$ cat src/include/sincos_table.svh
`ifndef SINCOS_TABLE_SVH
`define SINCOS_TABLE_SVH

// First quarter of a 256-point wave, 32767 * sin(2*pi*idx/256).
function automatic logic signed [rx_freq_shift_pkg::TRIG_WIDTH-1:0] quarter_sine(
  input logic [5:0] idx
);
  case (idx)
    6'd0:  return 16'sd0;
    6'd1:  return 16'sd804;
    6'd2:  return 16'sd1608;
    6'd3:  return 16'sd2410;
    6'd4:  return 16'sd3212;
    6'd5:  return 16'sd4011;
    6'd6:  return 16'sd4808;
    6'd7:  return 16'sd5602;
    6'd8:  return 16'sd6393;
    6'd9:  return 16'sd7179;
    6'd10: return 16'sd7962;
    6'd11: return 16'sd8739;
    6'd12: return 16'sd9512;
    6'd13: return 16'sd10278;
    6'd14: return 16'sd11039;
    6'd15: return 16'sd11793;
    6'd16: return 16'sd12539;
    6'd17: return 16'sd13279;
    6'd18: return 16'sd14010;
    6'd19: return 16'sd14732;
    6'd20: return 16'sd15446;
    6'd21: return 16'sd16151;
    6'd22: return 16'sd16846;
    6'd23: return 16'sd17530;
    6'd24: return 16'sd18204;
    6'd25: return 16'sd18868;
    6'd26: return 16'sd19519;
    6'd27: return 16'sd20159;
    6'd28: return 16'sd20787;
    6'd29: return 16'sd21403;
    6'd30: return 16'sd22005;
    6'd31: return 16'sd22594;
    6'd32: return 16'sd23170;
    6'd33: return 16'sd23731;
    6'd34: return 16'sd24279;
    6'd35: return 16'sd24811;
    6'd36: return 16'sd25329;
    6'd37: return 16'sd25832;
    6'd38: return 16'sd26319;
    6'd39: return 16'sd26790;
    6'd40: return 16'sd27245;
    6'd41: return 16'sd27683;
    6'd42: return 16'sd28105;
    6'd43: return 16'sd28510;
    6'd44: return 16'sd28898;
    6'd45: return 16'sd29268;
    6'd46: return 16'sd29621;
    6'd47: return 16'sd29956;
    6'd48: return 16'sd30273;
    6'd49: return 16'sd30571;
    6'd50: return 16'sd30852;
    6'd51: return 16'sd31113;
    6'd52: return 16'sd31356;
    6'd53: return 16'sd31580;
    6'd54: return 16'sd31785;
    6'd55: return 16'sd31971;
    6'd56: return 16'sd32137;
    6'd57: return 16'sd32285;
    6'd58: return 16'sd32412;
    6'd59: return 16'sd32521;
    6'd60: return 16'sd32609;
    6'd61: return 16'sd32678;
    6'd62: return 16'sd32728;
    default: return 16'sd32757;  // Index 63.
  endcase
endfunction

`endif

$ cat src/design/rx_freq_shift_pkg.sv
`default_nettype none

package rx_freq_shift_pkg;

  localparam int DATA_WIDTH     = 16;  // Input and output I/Q width.
  localparam int PHASE_WIDTH    = 24;  // Phase accumulator width.
  localparam int LUT_ADDR_WIDTH = 8;   // Top phase bits that address the wave.
  localparam int TRIG_WIDTH     = 16;  // Signed sine and cosine width.
  localparam int SCALE_SHIFT    = 12;  // Fraction bits of the gain.
  localparam int MIX_WIDTH      = 33;  // Width of the mixer product sums.
  localparam int MIX_SHIFT      = 15;  // Right shift when rounding the mixer output.

  localparam logic signed [TRIG_WIDTH-1:0] TRIG_PEAK       = 16'sd32767;
  localparam logic [PHASE_WIDTH-1:0]       DPH_INC_DEFAULT = 24'd2048;
  localparam logic [PHASE_WIDTH-1:0]       START_PHASE     = 24'd0;
  localparam logic signed [MIX_WIDTH-1:0]  ROUND_BIAS      = 33'sd16384;  // Half an output LSB.

  typedef struct packed {
    logic signed [DATA_WIDTH-1:0] i;
    logic signed [DATA_WIDTH-1:0] q;
  } iq_sample_t;

  typedef struct packed {
    logic signed [TRIG_WIDTH-1:0] sin;
    logic signed [TRIG_WIDTH-1:0] cos;
  } sincos_t;

  typedef struct packed {
    logic signed [MIX_WIDTH-1:0] i;
    logic signed [MIX_WIDTH-1:0] q;
  } mix_iq_t;

  // Clamps a wide signed value to the signed DATA_WIDTH range.
  function automatic logic signed [DATA_WIDTH-1:0] saturate(
    input logic signed [MIX_WIDTH-1:0] x
  );
    logic [MIX_WIDTH-DATA_WIDTH:0] top;
    top = x[MIX_WIDTH-1:DATA_WIDTH-1];
    if (~|top || &top) begin
      return x[DATA_WIDTH-1:0];  // Upper bits are pure sign extension.
    end
    if (x[MIX_WIDTH-1]) begin
      return {1'b1, {(DATA_WIDTH-1){1'b0}}};
    end
    return {1'b0, {(DATA_WIDTH-1){1'b1}}};
  endfunction

endpackage

`default_nettype wire

$ cat src/design/phase_nco.sv
`timescale 1ns/1ps
`default_nettype none

module phase_nco (
  input  wire                                       clk,
  input  wire                                       i_reset,
  input  wire                                       i_sync_clear,
  input  wire                                       i_accept,
  input  wire  [rx_freq_shift_pkg::PHASE_WIDTH-1:0] i_phase_inc,
  output logic [rx_freq_shift_pkg::PHASE_WIDTH-1:0] o_phase,
  output logic [rx_freq_shift_pkg::PHASE_WIDTH-1:0] o_sample_count
);

  logic [rx_freq_shift_pkg::PHASE_WIDTH-1:0] phase_inc;

  // A zero increment word selects the default tone.
  assign phase_inc = (i_phase_inc == '0) ? rx_freq_shift_pkg::DPH_INC_DEFAULT : i_phase_inc;

  // o_phase always holds the phase for the next sample to be accepted.
  always_ff @(posedge clk) begin
    if (i_reset || i_sync_clear) begin
      o_phase        <= rx_freq_shift_pkg::START_PHASE;
      o_sample_count <= '0;
    end else if (i_accept) begin
      o_phase        <= o_phase + phase_inc;  // Wraps modulo 2**PHASE_WIDTH.
      o_sample_count <= o_sample_count + 1'b1;
    end
  end

endmodule

`default_nettype wire

$ cat config.mk
export PLATFORM = sky130hd
export DESIGN_NAME = phase_nco
export DESIGN_NICKNAME = d
export VERILOG_FILES = /design/src/include/sincos_table.svh /design/src/design/rx_freq_shift_pkg.sv /design/src/design/phase_nco.sv
export SDC_FILE = /design/constraint.sdc
export NUM_CORES = 1
export LEC_CHECK = 0
export ABC_AREA = 1
export BUFFER_PORTS_ARGS = -buffer_cell sky130_fd_sc_hd__buf_2
export CAP_MARGIN = 20
export CORE_MARGIN = 2
export CORE_UTILIZATION = 45
export DETAILED_ROUTE_END_ITERATION = 8
export PLACE_DENSITY = 0.76
export SYNTH_ARGS = -nofsm -noshare
export SYNTH_HDL_FRONTEND = slang
export SYNTH_SLANG_ARGS = --single-unit
$ cat constraint.sdc
create_clock -name clk -period 2.8 [get_ports clk]
set_input_delay 0.42 -clock clk [delete_from_list [all_inputs] [get_ports clk]]
set_output_delay 0.42 -clock clk [all_outputs]
set_load 0.01 [all_outputs]
# Word-level counts from Yosys, hierarchy flattened
# Cells that the tools add are included.
# Widths: inputs -> output; s select.
[totals] regBits=48 latchBits=0 ram_bits=0 romBits=0 input_bits=28 output_inout_bits=48 word_cells=7 memories=0
[classes] add_sub_neg=2 mul=0 div_mod_pow=0 magnitude_cmp=0 eq_ne=0 shifts=0 mux=1 bitwise=0 reduce_logical=2
[ops] cell="$add 24x1->24 const B" count=1
[ops] cell="$add 24x24->24" count=1
[ops] cell="$logic_not 24->1" count=1
[ops] cell="$mux 24" count=1
[ops] cell="$logic_or 1x1->1" count=1

# Logic depth before layout (Yosys ltp)
# Gate-level depths: netlist (run 1).
[depth] depth_word=3 depth_mapped=16 ltp_nobuf=16

# Least setup slack after synthesis (run 1)
# Ideal clock, no wire load.
[synth_path] kind="in2reg" from="input i_phase_inc[8] (netlist bit)" to="register o_phase[16] (netlist bit)" setup_time_ns=0.109 arrival_ns=1.942 required_time_ns=2.691 slack_ns=0.749 path_stages=14 path_buffers=0 cell_sequence="nor4_1 > nand4_1 > o21bai_1 > ha_1 > nand2_1 > inv_1 > a21oi_1 > nor2_1 > nor2_1 > nand2_1 > nand2_1 > nand3_1 > nand2_1 > inv_1"
[synth_via] elab_chain_cells=3
[synth_lines] item="start, declared" line="phase_nco.sv:9" source="input wire [rx_freq_shift_pkg::PHASE_WIDTH-1:0] i_phase_inc,"
[synth_lines] item="$logic_not 24->1" line="phase_nco.sv:17" source="assign phase_inc = (i_phase_inc == '0) ? rx_freq_shift_pkg::DPH_INC_DEFAULT : i_phase_inc;"
[synth_lines] item="$mux 24 (*)" line="phase_nco.sv:17"
[synth_lines] item="$add 24x24->24 (*)" line="phase_nco.sv:25" source="o_phase <= o_phase + phase_inc;"
[synth_lines] item="end signal, assigned" line="phase_nco.sv:22" source="o_phase <= rx_freq_shift_pkg::START_PHASE;"
[synth_lines] item="end signal, assigned" line="phase_nco.sv:25"
[synth_lines] item="end, declared" line="phase_nco.sv:10" source="output logic [rx_freq_shift_pkg::PHASE_WIDTH-1:0] o_phase,"
# Every way passes the cells marked *; elsewhere a longest branch is shown, timed or not.
# A chain may end at the register's enable or synchronous reset.

# Worst setup path in the final report (run 1)
[layout_path] from="input i_phase_inc[2] (netlist bit)" to="register o_phase[13] (netlist bit)"
# Same word-level chain as after synthesis.

==> metrics, run 1 <==
Critical Path RT=3010 ps; Sink Count=between 40 and 50; Avg WL per Cell=around 12 um; Die Wd=a little under 100 um; most common cell after layout, fill and taps aside=nand2_1; Yosys reg bits=48; Rel. slew slack=61.24%; number of distinct library cells after synthesis=37; number of global-route vias before repair=~4000; P_int=1188 uW; initial antenna violation count=0; Leakage=about 0.0026 uW; final hold slack=around 480 ps; Die H=between 90 and 100 um; share of cells above drive strength 1=approximately 14%; Core ar.=between 8000 and 9000 um2; final setup vio count=0; Final Hold Fails=0; # resized after CTS=0; CTS Root Cell=clkbuf_8; WHS Path Cells=2; Post-Syn Area=~3900 um2; Mean Syn Cell Area=roughly 5.8 um2; ys async rst share=0%; Peak supply drop=approximately 0.00026 V; DR vias=around 4200; Final Max Slew Viols=0; post-synthesis cell count=681; Psw=roughly 500 uW; WL final=about 10000 um; final setup margin=451.7 ps; global-route wire length before repair=between 15000 and 20000 um; largest net degree at the start of global routing=27; number of enable flip-flop cells after synthesis=0; Finished Cell Area=4462 um2; All-Layer GR Usage=approximately 22%; clock skew=~12 ps; diode count=0; status=complete, no violations; Initial Util=45.57%; sequential share of power=around 42%; Clock power frac=a little over a third; die area=between 9000 and 10000 um2; Logic pwr share=22.1%; prevailing post-synth register cell=dfxtp_1; Worst-Margin Slew=about 580 ps; crit end category=flip-flop; post-layout min period=between 2000 and 2500 ps; row cnt=34; Placement Cell Area=between 4000 and 5000 um2; DR pass1 iterations=5; Iter 0 DRT Violations=between 200 and 250; dpl ws=approximately 110 ps; clk_lat worst skew=310 ps; Worst Reg-to-Reg Cells=12; ANT nets after route=0; Final period util=approximately 84%; ranking of synthesized cells by area=dfxtp_1, nand2_1, inv_1; GP Congestion=1.042; number of buffers added on ports=75; Net Sw Frac=between 30% and 40%; unrepaired setup endpoints after global routing=false; Arr. time, crit path=between 2000 and 3000 ps; Post-CTS Hold Buffers=0; HPWL after DPL=roughly 8100 um; setup TNS=0 ps; total congestion overflow=0; vias per cell=4.975; critical path's slowest cell=nor4_1; worst min-delay path class=reg2reg; post-synth top area share=24.54%; max incr delay on CP=roughly 530 ps; CP Launch Type=input pin; Area growth, synth to finish=13.93%; clock-pin slew on the worst setup and hold paths=about 90 ps; sequential area share after synthesis=roughly a quarter; CTS max path bufs=2; TritonCTS clock tree=done; crit path max fanout=5; number of top-level pins=76; Max H-tree Level=2; crit-path cells=buf_2, nor4_1, nand4_1, o21bai_1, ha_1, nand2_1, inv_1, a21oi_1, nand2_1, inv_1, a21o_1, nand3_1, nand2_1, inv_1; power density cells=381.6 nW/um2; TritonCTS buffer count=5; most frequent cells in the layout=nand2_1, inv_1, nor2_1; Max Cap Violations=0; setup bufs post-CTS=0; DRC viols=0; Max Fclk=0.4258 GHz; Synth Net Count=734; Synth warnings=0; Synth area leader=dfxtp_1; CP Class=in2reg; Final nets=approximately 790
[metrics by stage]
step | power (uW) | cells | util, %
3_3_place_gp | 1095 | 836 | 50.42
3_5_place_dp | 1104 | 836 | 50.42
2_1_floorplan | 1001 | 681 | -
5_1_grt | 1790 | 843 | 51.92
4_1_cts | 1715 | 843 | 51.92
6_report | 1702 | 843 | 51.92
[final timing paths]
check | from | end | slack (ps)
max | i_phase_inc[2] | o_phase[13] | 450
max reg2reg | o_phase[0] | o_phase[12] | 760
min | o_sample_count[23] | o_sample_count[23] | 480
min reg2reg | o_sample_count[23] | o_sample_count[23] | 480
[kinds of logic (layout without fill, tap and decap cells)]
family                     Yosys count  after routing  synth area share [%]
AOI/OAI and AO/OA                   54             54                 7.221
xor gates and xnor gates            12             12                 2.684
adders and majority gates           25             25                 8.179
buffers and inverters              153            207                 14.95
DFF                                 48             48                 24.54
and+or+nand+nor                    389            389                 42.43
[sequential cells by signal (all words and copies together) (netlist names)]
register / flops
o_phase: 24
o_sample_count: 24
[per-layer routing]
metal	routed length (um)	share of wire (%)	GRT usage, %	vias to the layer above
li1	-	-	-	2183
met2	4829	47	38.25	134
met5	0	0	0	-
met3	588	5.8	3.525	28
met4	262	2.6	6.303	0
met1	4521	44	27.70	1849
[power groups by stage]
| stage | Sequential, uW | Clock (uW) | Combinational [uW] |
|---|---|---|---|
| floorplan | 738 | 0 | 264 |
| global placement | 732 | 0 | 364 |
| detailed placement | 733 | 0 | 371 |
| CTS | 717 | 625 | 373 |
| global route | 720 | 642 | 428 |
| finish | 717 | 610 | 376 |
[critical path: cells and delay by family]
kind            cells  cell delay, ps
simple gates        6            1060
compound gates      3             470
fa+ha+maj           1             300
buf+inv             4             290
[cells in the mapped netlist, drive strengths merged, types with 6 or more instances]
library cell,number
a21oi,27
clkbuf,28
dfxtp,48
ha,24
inv,120
nand2,203
nand3,45
nand4,9
nor2,110
nor3,11
nor4,6
o21ai,22
xor2,8
[final cells by class]
cell class | count | area (um2)
Timing Repair Buffer | 79 | 405.4
Tap cell | 108 | 135.1
Multi-Input combinational cell | 480 | 2370
Sequential cell | 48 | 960.9
Fill cell | 912 | 4131
Clock buffer | 5 | 68.82
Inverter | 121 | 461.7
Clock inverter | 2 | 60.06
No activity file was read; power rests on OpenSTA's default activity.
==> run 2: changes to the inputs <==
==> constraint.sdc (replaced) <==
create_clock -name clk -period 2.4 [get_ports clk]
set_input_delay 0.36 -clock clk [delete_from_list [all_inputs] [get_ports clk]]
set_output_delay 0.36 -clock clk [all_outputs]
set_load 0.01 [all_outputs]
==> run 2 against run 1 <==
Effect of this change: via count increased by 2.1%; global-route usage increased by 0.31 points; core utilization increased by 0.93 points; routed wire length increased by 2.1%; sequential share of layout area decreased by 0.38 points; clock skew decreased by 0.58 ps; largest cell class unchanged; largest power group unchanged.
==> metrics, run 2 (synthesis results as in run 1) <==
Leakage=roughly 0.0026 uW; All-Layer GR Usage=approximately 22%; Peak supply drop=between 0.0002 and 0.00025 V; cell mode on critical path=nand2_1; share of cells above drive strength 1=between 15 and 20%; most frequent cells in the layout=nand2_1, inv_1, nor2_1; Area growth, synth to finish=15.97%; most common cell after layout, fill and taps aside=nand2_1; diode count=0; HPWL after DPL=roughly 8300 um; Worst Reg-to-Reg Cells=12; Final Max Slew Viols=0; Die H=~100 um; CP Launch Type=input pin; total congestion overflow=0; number of buffers added on ports=75; Core ar.=8593 um2; CTS max path bufs=2; Avg WL per Cell=~12 um; Max Cap Violations=0; GP Congestion=0.9814; Arr. time, crit path=between 2000 and 2500 ps; DRC viols=0; met3 Use GR=between 3 and 4%; GR Util met2=about two fifths; CTS Root Cell=clkbuf_8; Initial Util=between 40% and 50%; Max H-tree Level=2; Sink Count=between 40 and 50; clock skew=about 11 ps; clock-pin slew on the worst setup and hold paths=approximately 100 ps; largest net degree at the start of global routing=29; Final Hold Fails=0; GR Layer Usage met1=between 20% and 30%; Final period util=just under 90%; CP Class=in2reg; crit path max fanout=4; register area=slightly below 1000 um2; critical path's slowest cell=nor4_1; initial antenna violation count=0; final setup margin=284.4 ps; Critical Path RT=between 2000 and 3000 ps; clk_lat worst skew=310 ps; dpl ws=-173.4 ps; crit end category=flip-flop; biggest regs=o_phase: 24 flops, o_sample_count: 24 flops; global-route wire length before repair=approximately 18000 um; row cnt=34; DR pass1 iterations=5; setup bufs post-CTS=0; Fill cells=930; unrepaired setup endpoints after global routing=false; Iter 0 DRT Violations=235; area of the multi-input gates=between 2000 and 2500 um2; die area=9465 um2; Worst-Margin Slew=between 400 and 500 ps; WL final=roughly 10000 um; Max Fclk=approximately 0.47 GHz; max incr delay on CP=about 300 ps; busiest grt layer=met2; setup TNS=0 ps; ANT nets after route=0; status=complete, no violations; # resized after CTS=0; final setup vio count=0; Post-CTS Hold Buffers=0; crit-path cells=buf_2, nor4_1, buf_4, nand4_1, o21bai_1, ha_1, nand2_1, inv_1, a21oi_1, nand2_1, nand2_1, nand3_1, nand2_1, nand3_1, nand2_1, inv_1; number of global-route vias before repair=~4000; Final nets=797; WHS Path Cells=5; number of top-level pins=76; power density cells=between 400 and 500 nW/um2; DR vias=around 4300; vias per cell=between 5 and 6; Die Wd=97.29 um; Rel. slew slack=between 60 and 70%; TritonCTS buffer count=5; post-layout min period=between 2000 and 2500 ps; worst min-delay path class=in2reg; TritonCTS clock tree=done
[run 2: cell type report]
class,count,share of cell area (%)
Clock inverter,2,1.322
Sequential cell,48,21.16
Inverter,121,10.17
Tap cell,108,2.975
Multi-Input combinational cell,480,52.45
Clock buffer,5,1.515
Timing Repair Buffer,88,10.41
[run 2: critical path, delay by kind of cell]
family                   cells  cell delay [ps]
adder cells (fa/ha/maj)      1              280
AND/OR/NAND/NOR              9              930
buffers and inverters        4              350
AO/OA/AOI/OAI                2              400
[run 2: worst paths after layout]
check | start | endpoint | slack, ps
worst max-delay path | i_phase_inc[12] | o_phase[20] | 280
worst min-delay path | i_reset | o_sample_count[2] | 480
worst max register to register | o_phase[0] | o_phase[12] | 390
worst min register to register | o_sample_count[23] | o_sample_count[23] | 480
[run 2: metal layers]
metal / up-vias / share of wire, %
met1: 1925 / 44
li1: 2213 / -
met4: 0 / 2.4
met3: 20 / 5.7
met5: - / 0
met2: 126 / 48
[run 2: where the power goes]
part	internal, uW	switching, uW
combinational	170	285
clock	411	300
sequential	817	18.6
total	1400	604
[run 2: metrics by stage]
step	instance area (um2)	util (%)	instances	hold slack (ps)	total power, uW
floorplan	3916	-	681	482.6	1168
detailed placement	4400	51.21	845	459.3	1302
finish	4542	52.85	852	475.1	2001
global route	4542	52.85	852	493.4	2102
CTS	4529	52.71	852	456.2	2015
global placement	4400	51.21	845	452.5	1293
